### config.mk
export PLATFORM = sky130hd
export DESIGN_NAME = ex_operand_stage
export DESIGN_NICKNAME = d
export VERILOG_FILES = /design/src/logic/ex_pkg.sv /design/src/logic/ex_operand_stage.sv
export SDC_FILE = /design/constraint.sdc
export NUM_CORES = 1
export LEC_CHECK = 0
export BUFFER_PORTS_ARGS = -buffer_cell sky130_fd_sc_hd__buf_4
export CAP_MARGIN = 0
export CORE_AREA = 3 3 142 144
export DETAILED_ROUTE_END_ITERATION = 6
export DIE_AREA = 0 0 145 147
export GPL_TIMING_DRIVEN = 0
export PLACE_DENSITY_LB_ADDON = 0.15
export RECOVER_POWER = 25
export SLEW_MARGIN = 20
export SYNTH_ARGS = -nofsm -noshare
export SYNTH_HDL_FRONTEND = slang
export SYNTH_SLANG_ARGS = --single-unit
### constraint.sdc
create_clock -name cpu_clock_i -period 10.55 [get_ports cpu_clock_i]
set_input_delay 0 -clock cpu_clock_i [delete_from_list [all_inputs] [get_ports cpu_clock_i]]
set_output_delay 0 -clock cpu_clock_i [all_outputs]
set_load 0.02 [all_outputs]
### src/logic/ex_pkg.sv
package ex_pkg;

    typedef logic [5:0] tag_t;     // Tag 0 reads as zero.
    typedef logic [4:0] rob_id_t;

    typedef enum logic [2:0] {
        CLS_ALU    = 3'd0,
        CLS_JAL    = 3'd1,
        CLS_JALR   = 3'd2,
        CLS_LUI    = 3'd3,
        CLS_AUIPC  = 3'd4,
        CLS_BRANCH = 3'd5
    } op_class_e;

    typedef enum logic [3:0] {
        ALU_ADD  = 4'd0,
        ALU_SUB  = 4'd1,
        ALU_AND  = 4'd2,
        ALU_OR   = 4'd3,
        ALU_XOR  = 4'd4,
        ALU_SLL  = 4'd5,
        ALU_SRL  = 4'd6,
        ALU_SRA  = 4'd7,
        ALU_SLT  = 4'd8,
        ALU_SLTU = 4'd9
    } alu_op_e;

    // Branch conditions keep the funct3 encoding.
    typedef enum logic [2:0] {
        BR_BEQ  = 3'd0,
        BR_BNE  = 3'd1,
        BR_BLT  = 3'd4,
        BR_BGE  = 3'd5,
        BR_BLTU = 3'd6,
        BR_BGEU = 3'd7
    } br_cond_e;

    typedef struct packed {
        logic     spare;
        br_cond_e cond;
    } br_view_t;

    // The same four bits are an ALU operation or a branch condition.
    typedef union packed {
        alu_op_e  alu_view;
        br_view_t br_view;
    } op_u;

    typedef struct packed {
        op_class_e   op_class;
        op_u         op;
        logic        imm_sel;   // Operand b takes the immediate.
        tag_t        rs1;
        tag_t        rs2;
        tag_t        dest;
        rob_id_t     rob_id;
        logic [31:0] imm;
        logic [29:0] pc;        // Word address.
        logic        pred_taken;
    } instr_t;

    typedef struct packed {
        logic        valid;
        op_class_e   op_class;
        op_u         op;
        tag_t        dest;
        rob_id_t     rob_id;
        logic [31:0] a;
        logic [31:0] b;
        logic [31:0] imm;
        logic [29:0] pc;
        logic        pred_taken;
    } dispatch_t;

    typedef struct packed {
        logic        valid;
        tag_t        dest;
        rob_id_t     rob_id;
        logic [31:0] value;
    } result_t;

    typedef struct packed {
        logic        valid;
        logic [29:0] target;
    } redirect_t;

    // Conditional branches and jumps without a link register write nothing back.
    function automatic logic has_result(op_class_e op_class, tag_t dest);
        case (op_class)
            CLS_BRANCH:        return 1'b0;
            CLS_JAL, CLS_JALR: return dest != '0;
            default:           return 1'b1;
        endcase
    endfunction

endpackage

### src/logic/ex_operand_stage.sv
module ex_operand_stage #(
    parameter int OUT_CREDITS = 2
) (
    input   wire logic                  cpu_clock_i,
    input   wire logic                  arst_n_i,
    input   wire logic                  flush_i,
    input   wire ex_pkg::instr_t        head_i,
    input   wire logic                  head_valid_i,
    output       logic                  pop_o,
    output       ex_pkg::tag_t          rd_tag_a_o,
    output       ex_pkg::tag_t          rd_tag_b_o,
    input   wire logic [31:0]           rd_data_a_i,
    input   wire logic [31:0]           rd_data_b_i,
    input   wire ex_pkg::result_t       bypass_i,
    input   wire logic                  result_credit_i,
    output       ex_pkg::dispatch_t     disp_o
);
    localparam int CW = $clog2(OUT_CREDITS + 1);

    logic [31:0]        op_a;
    logic [31:0]        op_rs2;
    logic               hazard;
    logic               needs_credit;
    logic               dispatch;
    logic               refund;
    logic [CW-1:0]      credit_cnt;
    logic               disp_valid_q;
    ex_pkg::dispatch_t  disp_pay_q;

    assign rd_tag_a_o = head_i.rs1;
    assign rd_tag_b_o = head_i.rs2;

    // ~~~~~~~~~~~~~~~~~~~~~~~~~~~~~~
    // Operands and bypass.
    // ~~~~~~~~~~~~~~~~~~~~~~~~~~~~~~
    assign op_a   = (bypass_i.valid && (bypass_i.dest == head_i.rs1) && (head_i.rs1 != '0))
                  ? bypass_i.value : rd_data_a_i;
    assign op_rs2 = (bypass_i.valid && (bypass_i.dest == head_i.rs2) && (head_i.rs2 != '0))
                  ? bypass_i.value : rd_data_b_i;

    // A source written by the instruction now in the units waits one cycle for the bypass.
    assign hazard = disp_valid_q && (disp_pay_q.dest != '0)
                  && ex_pkg::has_result(disp_pay_q.op_class, disp_pay_q.dest)
                  && ((disp_pay_q.dest == head_i.rs1) || (disp_pay_q.dest == head_i.rs2));

    assign needs_credit = ex_pkg::has_result(head_i.op_class, head_i.dest);
    assign dispatch     = head_valid_i && !flush_i && !hazard && (credit_cnt != '0);
    assign pop_o        = dispatch;

    // The wrong-path instruction killed by a flush gives its credit back.
    assign refund = flush_i && disp_valid_q
                  && ex_pkg::has_result(disp_pay_q.op_class, disp_pay_q.dest);

    // ~~~~~~~~~~~~~~~~~~~~~~~~~~~~~~
    // Output credits and dispatch register.
    // ~~~~~~~~~~~~~~~~~~~~~~~~~~~~~~
    always_ff @(posedge cpu_clock_i or negedge arst_n_i) begin
        if (!arst_n_i) begin
            credit_cnt   <= CW'(OUT_CREDITS);
            disp_valid_q <= 1'b0;
        end else begin
            credit_cnt   <= credit_cnt + CW'(result_credit_i) + CW'(refund)
                          - CW'(dispatch && needs_credit);
            disp_valid_q <= dispatch;
        end
    end

    always_ff @(posedge cpu_clock_i) begin
        if (dispatch) begin
            disp_pay_q.valid      <= 1'b1;
            disp_pay_q.op_class   <= head_i.op_class;
            disp_pay_q.op         <= head_i.op;
            disp_pay_q.dest       <= head_i.dest;
            disp_pay_q.rob_id     <= head_i.rob_id;
            disp_pay_q.a          <= op_a;
            disp_pay_q.b          <= head_i.imm_sel ? head_i.imm : op_rs2;
            disp_pay_q.imm        <= head_i.imm;
            disp_pay_q.pc         <= head_i.pc;
            disp_pay_q.pred_taken <= head_i.pred_taken;
        end
    end

    always_comb begin
        disp_o       = disp_pay_q;
        disp_o.valid = disp_valid_q && !flush_i; // Units ignore the slot during a flush.
    end

    a_credit_bound: assert property (@(posedge cpu_clock_i) disable iff (!arst_n_i)
        int'(credit_cnt) <= OUT_CREDITS);

endmodule

## Word level (Yosys, flattened, before mapping)

Index checks and enable logic that the tools add are counted.

- Word-level logic and storage cells: 53
- Bits in registers: 148
- Output and inout port bits: 159

- Reduce and logical (&&, ||, !) cells: 24
- Equal/unequal tests: 10
- Muxes and demuxes: 5
- Add/subtract/negate cells: 3

Operators with widths:

| kind | count |
|---|---|
| $mux 32 | 3 |
| $eq 6x6->1 | 4 |
| $reduce_bool 6->1 | 4 |
| $logic_and 1x1->1 | 14 |
| $eq 3x1->1 const B | 2 |
| $eq 3x2->1 const B | 2 |
| $eq 3x3->1 const B | 2 |
| $add 2x1->2 | 2 |
| $pmux 1 s2 | 2 |
| $reduce_or 2->1 | 2 |
| $logic_not 1->1 | 2 |
| $reduce_bool 2->1 | 1 |
| $sub 2x1->2 | 1 |
| $logic_or 1x1->1 | 1 |

## Longest topological paths before layout

Gate-level depths: netlist of the first run.

- Word-level depth: 10
- Gate-level depth with buffers: 10
- Mapped depth without buffers: 10

## Least setup slack after synthesis of the first run

OpenSTA, ideal clock, no wires.

- Path kind: register to register
- Start: register disp_pay_q, in the netlist disp_o[137]
- End: register credit_cnt[1]
- Library setup time: 0.075 ns
- Buffers on the path: 0
- Stages on the path, launching flop included: 10
- Required time: 10.475 ns
- Clock period less this slack: 11.006 ns
- Path slack: -0.456 ns
- Data arrival time: 10.931 ns
- Cells stage by stage: edfxtp_1 nor4_1 nand2_1 a41oi_1 o311a_1 ha_1 inv_1 fa_1 xnor2_1 xnor2_1

- Cells in the longest elaborated chain, start to end: 9
- Elaborated cells on any way between the ends: 15
- Those cells by class: 2 x add/sub; 2 x eq/ne; 1 x mux; 10 x reduce/logical

RTL lines:

| item | RTL line | RTL |
|---|---|---|
| start: declaration | ex_operand_stage.sv:28 | `ex_pkg::dispatch_t disp_pay_q;` |
| $reduce_bool 6->1 | ex_pkg.sv:91, ex_operand_stage.sv:42 |  |
| $pmux 1 s2 or $logic_and 1x1->1 (tied branches) | ex_pkg.sv:89, ex_operand_stage.sv:42 |  |
| $logic_and 1x1->1 | ex_operand_stage.sv:43 | `&& ex_pkg::has_result(disp_pay_q.op_class, disp_pay_q.dest)` |
| $logic_and 1x1->1 (*) | ex_operand_stage.sv:44 | `&& ((disp_pay_q.dest == head_i.rs1) \|\| (disp_pay_q.dest == head_i.rs2));` |
| $logic_not 1->1 (*) | ex_operand_stage.sv:47 | `assign dispatch = head_valid_i && !flush_i && !hazard && (credit_cnt != '0);` |
| $logic_and 1x1->1 (*) (2 in a row) | ex_operand_stage.sv:47 |  |
| via pop_o | ex_operand_stage.sv:9 | `output logic pop_o,` |
| $logic_and 1x1->1 (*) | ex_operand_stage.sv:63 | `- CW'(dispatch && needs_credit);` |
| $sub 2x1->2 (*) | ex_operand_stage.sv:63 |  |
| end signal: assignment | ex_operand_stage.sv:59 | `credit_cnt <= CW'(OUT_CREDITS);` |
| end signal: assignment | ex_operand_stage.sv:62 | `credit_cnt <= credit_cnt + CW'(result_credit_i) + CW'(refund)` |
| end: declaration | ex_operand_stage.sv:26 | `logic [CW-1:0] credit_cnt;` |

Mark *: on every way through the listed nets, which the timed path passes. The rest lies on a longest branch.
A chain may end at the register's enable or synchronous reset.

## Worst setup path after layout of the first run

- Start: register disp_pay_q, in the netlist disp_o[132]
- End: register credit_cnt[1]

- Cells in the longest elaborated chain, start to end: 9
- Elaborated cells on any way between the ends: 15
- Those cells by class: 2 x add/sub; 2 x eq/ne; 1 x mux; 10 x reduce/logical

RTL lines:

| item | RTL line |
|---|---|
| $reduce_bool 6->1 | ex_pkg.sv:91, ex_operand_stage.sv:42 |
| $pmux 1 s2 or $logic_and 1x1->1 (tied branches) | ex_pkg.sv:89, ex_operand_stage.sv:42 |
| $logic_and 1x1->1 | ex_operand_stage.sv:43 |
| $logic_and 1x1->1 | ex_operand_stage.sv:44 |
| $logic_not 1->1 | ex_operand_stage.sv:47 |
| $logic_and 1x1->1 (2 in a row) | ex_operand_stage.sv:47 |
| $logic_and 1x1->1 | ex_operand_stage.sv:63 |
| $sub 2x1->2 (*) | ex_operand_stage.sv:63 |

Every way passes the cells marked *; elsewhere a longest branch is shown, timed or not.

==> reports/results.tsv, run 1 <==
metric	value	unit
dr_total_vias	5350	
grt_pass1_vias	5936	
die_width	145	microns
fillers	1472	
rows	50	
seq_area	4430	sq um
fp.dieH	147	microns
comb_power_share	22.9	%
cts_max_level	4	
synthDistinctLibCells	35	
multiInputGateArea	1580	sq um
setup_ws	7.70	ns
yosysWarnings	0	
clockRootBuffer	clkbuf_16	
powerDensity	156	nW/um^2
critPathTopFamily	compound AO/OA/AOI/OAI gates	
finClkSkew	0.0122	ns
crit_path_start_kind	register	
cp_max_fo	19	
period_minus_slack	2.85	ns
p_sw_share	27.1	%
avgViaCountPerCell	4.45	
port_buffers	359	
finalSetupTns	0	ns
path_class	register to register	
crit_chain	xnor2_1 > nand4_1 > o22ai_1 > a41oi_4 > buf_16 > o311a_1 > ha_1 > inv_1 > fa_1 > xnor2_1 > xnor2_1	
p_total	1830	uW
drive_gt1_share	47.4	%
top_level_ports	366	
tightest_slew	0.674	ns
drt_wl_total	22000	microns
cts_num_sinks	148	
synth_nets	568	
synth-xor-area-share	3.55	%
end_kind	register	
cts_tree	yes	
hp-class	input port to register	
cts_made_buffers	17	
synth_top_family_by_area	multiplexers	
final_max_slew_viol_count	0	
synth_area_leader_cell	edfxtp_1	
dp_cells	986	
synth_compound_gate_area_share	3.09	%
gp_congestion	0.830	
power_frac_clock	35.8	%
p_leak	0.00485	uW
clk_pin_slew_worst_paths	0.07	ns
fmax	350	MHz
crit_required	10.89	ns
power.internal	1330	uW
grt_max_degree	24	
synthSimpleGateAreaFrac	4.34	%
synth.avg_cell_area	17.2	sq um
setup_viol	0	
ys_seq_area_share	71.9	%
dieArea	21300	sq um
ir_drop	101	uV
synthTopCellsByArea	edfxtp_1 71%, mux2_2 9.1%, mux2_4 3.4%	
start_util	32.7	%
cts_max_path_buffers	2	
ys_ff_latch	148	
detail-route-antenna-nets	0	
syn-instance-count	359	
critPathSlowestCell	edfxtp_1	
grt_pass1_wl	33600	microns
ys.flop_type	edfxtp_1	
place_ws	7.68	ns
min_period_over_period	27.1	%
synth_edf_count	145	
status	complete, no violations	
cap_violations	0	
grt_util_all_layers	20.4	%
route.detailed.drc	0	
switchingPower	495	uW
antenna_found_initial	1	
worst_path_largest_cell_delay	0.48	ns
clk_latency	0.42	ns
drtIter0Drc	226	
wl_per_cell	18.3	microns
postCtsSetupRepairBufs	0	
grt.overflow.total	0	
final_nets	1136	
core	18800	sq um
fin_cells	1201	
place_hpwl	15800	microns
first_pass_iters	5	
relSlewSlack	55.0	%
seq_power_share	41.3	%
postSynth.asyncResetShare	2.03	%
muxShareOfSynthArea	13.8	%
worstPathBufferInverterCount	2	
rsz0062_at_grt	false	
syn_area	6160	sq um
synth_top_area_share	70.6	%
crit_top_cell	xnor2_1	
hold_viol_final	0	
syn_to_final_growth	90.3	%
synth_adder_area_share	0.528	%
critPathArrivalTime	3.20	ns
[synth_stat cells (2+ instances only)]
| master | number |
|---|---|
| edfxtp_1 | 145 |
| mux2_2 | 50 |
| a21oi_1 | 28 |
| nand2_1 | 17 |
| xnor2_1 | 17 |
| mux2_4 | 14 |
| nor2b_1 | 14 |
| buf_4 | 12 |
| xor2_1 | 8 |
| clkbuf_1 | 6 |
| mux2_1 | 6 |
| inv_1 | 5 |
| nor2_1 | 5 |
| buf_2 | 3 |
| nand4_1 | 3 |
| nor4_1 | 3 |
| buf_6 | 2 |
| dfrtp_1 | 2 |
| nor3_1 | 2 |
| o2111ai_1 | 2 |
[power by group through the flow]
stage	combinational, uW	clock (uW)	sequential (uW)
2_1_floorplan	84.0	0	855
3_5_place_dp	373	0	767
5_1_grt	445	694	761
6_report	418	654	755
3_3_place_gp	334	0	790
4_1_cts	431	669	755
[final cells by class]
| class | count | area share (%) |
|---|---|---|
| repair buffers | 549 | 39.1 |
| flip-flops and latches | 148 | 37.8 |
| multi-input cells | 182 | 13.5 |
| clock buffers | 17 | 3.63 |
| well taps | 260 | 2.77 |
| clock inverters | 15 | 1.80 |
| plain buffers | 24 | 1.31 |
| inverters | 5 | 0.160 |
| diodes | 1 | 0.0213 |
[repair_timing]
item | in CTS | in global routing
hold buffers | 182 | 0
hold endpoints to repair | 150 | 0
resized for setup | 0 | 0
[stage by stage]
stage / hold slack, ns / utilization (%) / instance area (sq um)
3_3_place_gp: -0.210 / 48.8 / 9190
2_1_floorplan: -0.296 / - / 6170
4_1_cts: 0.00133 / 63.0 / 11900
5_1_grt: 0.00805 / 62.3 / 11700
3_5_place_dp: -0.209 / 50.0 / 9410
6_report: 0.0212 / 62.3 / 11700
[cells by family (layout without fill, tap and decap cells)]
group | count (synthesis) | after routing
fa+ha+maj | 2 | 2
compound gates | 34 | 34
mux | 71 | 71
flops | 148 | 148
buf+inv | 29 | 610
xor+xnor | 25 | 25
other cells | 0 | 1
simple gates | 50 | 50
[placed cells by master, fill, tap and decap left out, drive strengths merged, types with 14 or more instances in the layout]
cell type	synthesis	layout
nand2	17	17
clkbuf	6	134
xnor2	17	17
buf	18	274
inv	5	14
dlygate4sd3	0	182
mux2	70	70
a21oi	28	28
edfxtp	145	145
nor2b	14	14
[sequential cells by signal, indices dropped and copies added (netlist names)]
| register | count |
|---|---|
| credit_cnt | 2 |
| disp_o | 145 |
| disp_valid_q | 1 |
[final timing paths]
path | start | to | slack (ns) | depth (start not counted)
max in group asynchronous | arst_n_i | credit_cnt[0]$_DFF_PN0_ | 9.96 | 3
max | disp_o[132]$_DFFE_PP_ | credit_cnt[1]$_DFF_PN1_ | 7.70 | 11
min | bypass_i[13] | disp_o[76]$_DFFE_PP_ | 0.02 | 3
min reg2reg | credit_cnt[1]$_DFF_PN1_ | credit_cnt[1]$_DFF_PN1_ | 0.51 | 1
min in group asynchronous | arst_n_i | credit_cnt[1]$_DFF_PN1_ | 0.07 | 2
max reg2reg | disp_o[132]$_DFFE_PP_ | credit_cnt[1]$_DFF_PN1_ | 7.70 | 11
[worst reg2reg max path, stage by stage, from the launching register on]
cell and delay [ns]:
edfxtp_1 0.48, xnor2_1 0.20, nand4_1 0.11, o22ai_1 0.26, a41oi_4 0.28, buf_16 0.25
o311a_1 0.13, ha_1 0.28, inv_1 0.05, fa_1 0.38, xnor2_1 0.22, xnor2_1 0.15
[per-layer routing]
metal  wire length (microns)  track usage [%]  vias to the layer above
met2                   11700             37.6                      259
met4                     505             7.32                        0
li1                        -                -                     2503
met1                    7900             21.5                     2553
met5                       0                0                        -
met3                    1910             7.56                       35
Power figures use the tool's default switching activity.
==> run 2, diff against run 1 <==
- clock period: 10.55 -> 2.5 ns (I/O delays scaled with it)
==> run 2 against run 1 <==
  * The flow now finishes with violations (setup timing)
  * Sequential share of layout area down 0.47 points
  * Clock-buffer cell count unchanged
  * Largest power group unchanged
  * Highest routed layer unchanged
  * Sequential power rose to 4.2 times the previous value
==> reports/results.tsv, run 2 (same netlist as run 1, synthesis figures left out) <==
metric	value	unit
power_frac_clock	34.6	%
cp_max_fo	3	
critPathSlowestCell	edfxtp_1	
cap_violations	0	
clk_pin_slew_worst_paths	0.07	ns
p_sw_share	27.5	%
fp.dieH	147	microns
seq_power_share	41.5	%
avgViaCountPerCell	4.42	
violations	setup timing	
rsz0062_at_grt	true	
crit_chain	buf_4 > nor4_1 > nand2_1 > a41oi_4 > buf_8 > o311a_1 > ha_4 > inv_2 > fa_2 > xnor2_2 > xnor2_1	
syn_to_final_growth	92.7	%
critPathTopFamily	adder cells	
start_util	32.7	%
gp_congestion	0.790	
use_met1	22.5	%
final_common_cell	buf_4	
power.internal	5570	uW
setup_ws	-0.00976	ns
grt.overflow.total	0	
fmax	398	MHz
top_level_ports	366	
grt_max_degree	23	
clockRootBuffer	clkbuf_16	
final_nets	1148	
drive_gt1_share	49.7	%
grt_pass1_wl	33500	microns
period_minus_slack	2.51	ns
place_ws	-0.373	ns
worst_path_largest_cell_delay	0.44	ns
crit_required	2.84	ns
grtUsageMet3	7.31	%
cts_num_sinks	148	
crit_path_start_kind	register	
tightest_slew	0.684	ns
core	18800	sq um
powerDensity	646	nW/um^2
port_buffers	359	
dieArea	21300	sq um
place_hpwl	15500	microns
status	complete, but fails checks	
switchingPower	2110	uW
route.detailed.drc	0	
setup_viol	1	
critPathArrivalTime	2.85	ns
grt_util_all_layers	20.3	%
dr_total_vias	5356	
use_met2	36.6	%
clk_latency	0.42	ns
end_kind	register	
comb_power_share	23.9	%
drt_wl_total	22100	microns
largest_register_ffs	145	
design_area	11900	sq um
cts_made_buffers	17	
dpl_cell_area	9400	sq um
antenna_found_initial	1	
die_width	145	microns
path_class	register to register	
ir_drop	430	uV
hold_viol_final	0	
first_pass_iters	4	
cts_max_path_buffers	2	
detail-route-antenna-nets	0	
relSlewSlack	54.4	%
rows	50	
layout_common_cells	281 x buf_4, 184 x dlygate4sd3_1, 145 x edfxtp_1, 73 x clkbuf_4, 50 x mux2_2	
drtIter0Drc	250	
hp-class	input port to register	
final_max_slew_viol_count	0	
worstPathBufferInverterCount	3	
fillers	1422	
min_period_over_period	100	%
top_usage_layer	met2	
p_leak	0.00494	uW
grt_pass1_vias	5888	
cts_max_level	4	
finClkSkew	0.0108	ns
wl_per_cell	18.2	microns
r2r_slack	-0.01	ns
cts_tree	yes	
run 2: changes by cell type in the layout (fill, tap and decap cells not counted), moves of 2 or more:
cell           previous run  this run
buf_4                   260       281
clkbuf_1                 44        33
xnor2_1                  17        14
xnor2_2                   0         3
dlygate4sd3_1           182       184
inv_8                     4         2
run 2: cell type report:
class                           instances  area [sq um]  area share (%)
Antenna cell                            1          2.50          0.0211
Buffer                                 24           154            1.30
Clock buffer                           17           425            3.58
Clock inverter                         15           188            1.58
Inverter                                5          18.8           0.158
Multi-Input combinational cell        182          1620            13.7
Sequential cell                       148          4430            37.3
Tap cell                              260           325            2.74
Timing Repair Buffer                  561          4710            39.7
run 2: worst register-to-register path, delay by kind of cell (launching register included):
| family | cells | cell delay, ns |
|---|---|---|
| AO/OA/AOI/OAI | 2 | 0.46 |
| XOR/XNOR | 2 | 0.29 |
| adder cells (fa/ha/maj) | 2 | 0.49 |
| buffers and inverters | 3 | 0.33 |
| flip-flops | 1 | 0.44 |
| AND/OR/NAND/NOR | 2 | 0.42 |
run 2: worst paths after layout:
kind,endpoint,start,depth (start not counted)
min in group asynchronous,credit_cnt[1]$_DFF_PN1_,arst_n_i,2
setup reg to reg,credit_cnt[1]$_DFF_PN1_,disp_o[136]$_DFFE_PP_,11
hold / removal,disp_o[69]$_DFFE_PP_,rd_data_b_i[6],3
hold reg to reg,credit_cnt[1]$_DFF_PN1_,credit_cnt[1]$_DFF_PN1_,1
setup / recovery,credit_cnt[1]$_DFF_PN1_,disp_o[136]$_DFFE_PP_,11
max in group asynchronous,disp_valid_q$_DFF_PN0_,arst_n_i,3
run 2: per-stage QoR:
step / power, uW / setup TNS [ns] / utilization (%) / hold WS [ns] / instances
after floorplan: 3940 / -235.52 / - / -0.296 / 359
after global placement: 4700 / -374.45 / 48.9 / -0.212 / 978
after detailed placement: 4800 / -1.59 / 49.9 / -0.209 / 986
after CTS: 7740 / 0 / 63.3 / 0.00164 / 1209
after global routing: 7990 / -1.83 / 63.1 / 0.000842 / 1213
final: 7680 / -0.00976 / 63.1 / 0.0215 / 1213
run 2: power groups by stage:
stage          clock, uW  sequential, uW  combinational, uW
6_report            2660            3190               1830
5_1_grt             2830            3210               1950
4_1_cts             2710            3180               1850
3_5_place_dp           0            3230               1560
3_3_place_gp           0            3290               1410
2_1_floorplan          0            3580                359
run 2: repair_timing:
item                       CTS  global route
pin swaps                    5             3
buffers inserted             8             2
setup endpoints to repair   24            23
hold endpoints to repair   149             1
hold buffers               183             1
gates resized for setup      2             5
run 2: layer usage:
| layer | vias up | routed length, microns |
|---|---|---|
| li1 | 2522 | - |
| met1 | 2571 | 8150 |
| met2 | 241 | 11700 |
| met3 | 22 | 1810 |
| met4 | 0 | 395 |
| met5 | - | 0 |
==> run 3, diff against run 2 <==
- HOLD_SLACK_MARGIN: default -> 0.1
- clock period: 2.5 -> 2.7 ns (I/O delays scaled with it)
==> run 3 against run 2 <==
  * Synthesized cell count stayed put
  * The run now fails in clock tree synthesis (4_1_cts)
  * Synthesized area stayed put
==> reports/results.tsv, run 3 <==
metric	value	unit
status	did not finish	
failing_step	clock tree synthesis (4_1_cts)	
error	[ERROR RSZ-0060] Max buffer count reached.	
port_buffers	359	
yosysWarnings	0	
fp.dieH	147	microns
synthSimpleGateAreaFrac	4.34	%
synth-xor-area-share	3.55	%
synth_adder_area_share	0.528	%
synth_edf_count	145	
die_width	145	microns
cts_max_path_buffers	2	
cts_max_level	4	
postSynth.asyncResetShare	2.03	%
postCtsSetupRepairBufs	2	
synthDistinctLibCells	35	
synthTopCellsByArea	edfxtp_1 71%, mux2_2 9.1%, mux2_4 3.4%	
ys_ff_latch	148	
yosysMostFrequentCell	edfxtp_1	
ys.flop_type	edfxtp_1	
gp_congestion	0.790	
cts.repair.resized	0	
muxShareOfSynthArea	13.8	%
rows	50	
cts_made_buffers	17	
synth_top_family_by_area	multiplexers	
synth_area_leader_cell	edfxtp_1	
start_util	32.7	%
hold_buffers	206	
syn-instance-count	359	
synth_common_cells	145 x edfxtp_1, 50 x mux2_2, 28 x a21oi_1, 17 x nand2_1, 17 x xnor2_1	
place_hpwl	15500	microns
synth_top_area_share	70.6	%
ys_seq_area_share	71.9	%
dpl_cell_area	9400	sq um
cts_num_sinks	148	
clockRootBuffer	clkbuf_16	
synth_nets	568	
synth_compound_gate_area_share	3.09	%
top_level_ports	366	
synth.avg_cell_area	17.2	sq um
syn_area	6160	sq um
run 3: cell counts after synthesis:
Identical to the previous run, type by type.
run 3: logic make-up after synthesis:
logic type / count (synthesis)
DFF: 148
and+or+nand+nor: 50
muxes: 71
buffers and inverters: 29
AOI/OAI and AO/OA: 34
adders and majority gates: 2
xor gates and xnor gates: 25
run 3: metrics by stage:
| step | setup WS [ns] | hold slack (ns) | setup TNS (ns) | cells | util [%] |
|---|---|---|---|---|---|
| after floorplan | -2.22 | -0.296 | -205.72 | 359 | - |
| after global placement | -3.23 | -0.212 | -344.65 | 978 | 48.9 |
| after detailed placement | -0.173 | -0.209 | -0.184 | 986 | 49.9 |
==> run 4, diff against run 3 <==
- CORE_AREA: 3 3 142 144 -> 3 3 140 142
- DIE_AREA: 0 0 145 147 -> 0 0 143 145
- HOLD_SLACK_MARGIN: 0.1 -> default
==> run 4 against run 3 <==
  * The run now ends clean
==> reports/results.tsv, run 4 (same netlist as run 1, synthesis figures left out) <==
metric	value	unit
status	complete, no violations	
hold_viol_final	0	
wl_per_cell	18.4	microns
cts_max_level	4	
worst_path_largest_cell_delay	0.48	ns
critPathSlowestCell	edfxtp_1	
rows	50	
p_total	6980	uW
avgViaCountPerCell	4.53	
top_level_ports	366	
whs	0.0201	ns
grt.overflow.total	0	
fillers	1453	
path_class	register to register	
fmax	407	MHz
period_minus_slack	2.46	ns
final_nets	1137	
powerDensity	600	nW/um^2
crit_top_cell	xnor2_1	
gp_congestion	0.821	
p_leak	0.00481	uW
dr_total_vias	5324	
first_pass_iters	4	
start_util	33.2	%
relSlewSlack	57.0	%
clockRootBuffer	clkbuf_16	
cts.repair.resized	0	
seq_area	4430	sq um
grt_max_degree	24	
grt_pass1_vias	5821	
drt_wl_total	21600	microns
place_ws	-0.146	ns
cts_made_buffers	17	
drive_gt1_share	47.6	%
final_common_cell	buf_4	
drtIter0Drc	161	
end_kind	register	
hp-class	input port to register	
crit_chain	xnor2_1 > nand4_1 > o22ai_1 > a41oi_4 > o311a_1 > ha_1 > inv_1 > fa_2 > xnor2_1 > xnor2_1	
final_max_slew_viol_count	0	
clk_latency	0.42	ns
detail-route-antenna-nets	0	
route.detailed.drc	0	
setup_ws	0.241	ns
cp_max_fo	4	
utilization	62.6	%
die_width	143	microns
multiInputGateArea	1580	sq um
syn_to_final_growth	88.7	%
tightest_slew	0.645	ns
layout_common_cells	262 x buf_4, 181 x dlygate4sd3_1, 145 x edfxtp_1, 72 x clkbuf_4, 50 x mux2_2	
fp.dieH	145	microns
place_hpwl	15600	microns
ir_drop	395	uV
dieArea	20700	sq um
cts_tree	yes	
clk_pin_slew_worst_paths	0.07	ns
cap_violations	0	
min_period_over_period	91.1	%
cts_num_sinks	148	
finClkSkew	0.00812	ns
critPathArrivalTime	2.80	ns
largest_register_ffs	145	
antenna_found_initial	1	
port_buffers	359	
setup_viol	0	
grt_util_all_layers	20.6	%
rsz0062_at_grt	false	
cts_max_path_buffers	2	
core	18600	sq um
grt_pass1_wl	32800	microns
crit_required	3.04	ns
crit_path_start_kind	register	
## run 4: where the power goes
group	leakage [uW]	switching, uW	total (uW)	internal [uW]
logic	0.00315	783	1610	829
registers	0.00138	96.7	2950	2860
clock network	0.000287	1090	2420	1330
total	0.00481	1970	6980	5010
## run 4: final timing paths
kind | startpoint | to | slack [ns] | cells after the start
max in group asynchronous | arst_n_i | credit_cnt[0]$_DFF_PN0_ | 2.09 | 3
hold reg to reg | credit_cnt[1]$_DFF_PN1_ | credit_cnt[1]$_DFF_PN1_ | 0.49 | 1
setup / recovery | disp_o[134]$_DFFE_PP_ | credit_cnt[1]$_DFF_PN1_ | 0.24 | 10
hold / removal | bypass_i[25] | disp_o[88]$_DFFE_PP_ | 0.02 | 3
min in group asynchronous | arst_n_i | credit_cnt[1]$_DFF_PN1_ | 0.09 | 2
setup reg to reg | disp_o[134]$_DFFE_PP_ | credit_cnt[1]$_DFF_PN1_ | 0.24 | 10
## run 4: layout make-up
| cell class | instances | area share [%] |
|---|---|---|
| antenna | 1 | 0.0215 |
| timing repair buffer | 550 | 39.1 |
| sequential | 148 | 38.1 |
| inverter | 5 | 0.161 |
| buffer | 24 | 1.32 |
| clock inverter | 15 | 1.56 |
| clock buffer | 17 | 3.66 |
| multi-input combinational | 182 | 13.6 |
| tap | 234 | 2.52 |
## run 4: timing repair
action                                 in CTS  in global routing
setup buffers                               2                  0
hold buffers                              181                  0
endpoints found under the hold margin     149                  0
setup endpoints to repair                   2                  0
## run 4: worst max-delay path: cells and delay by family (launching register included)
family | cells | cell delay, ns
buffers and inverters | 1 | 0.05
XOR/XNOR | 3 | 0.54
AND/OR/NAND/NOR | 1 | 0.12
adder cells (fa/ha/maj) | 2 | 0.61
AO/OA/AOI/OAI | 3 | 0.59
flip-flops | 1 | 0.48
## run 4: routing by layer
layer  share of wire (%)  routed length, microns  global-route usage (%)  vias up
met3                 8.6                    1870                    6.23       29
li1                    -                       -                       -     2504
met2                  52                   11300                    36.2      234
met4                 2.0                     438                    6.65        0
met1                  37                    8030                    23.6     2557
met5                   0                       0                       0        -
## run 4: stage by stage
stage          std cells  setup TNS (ns)  cell area (sq um)
2_1_floorplan        359         -205.72               6180
3_3_place_gp         952         -342.85               9170
3_5_place_dp         960          -0.150               9340
4_1_cts             1175               0              11800
5_1_grt             1176               0              11600
6_report            1176               0              11600
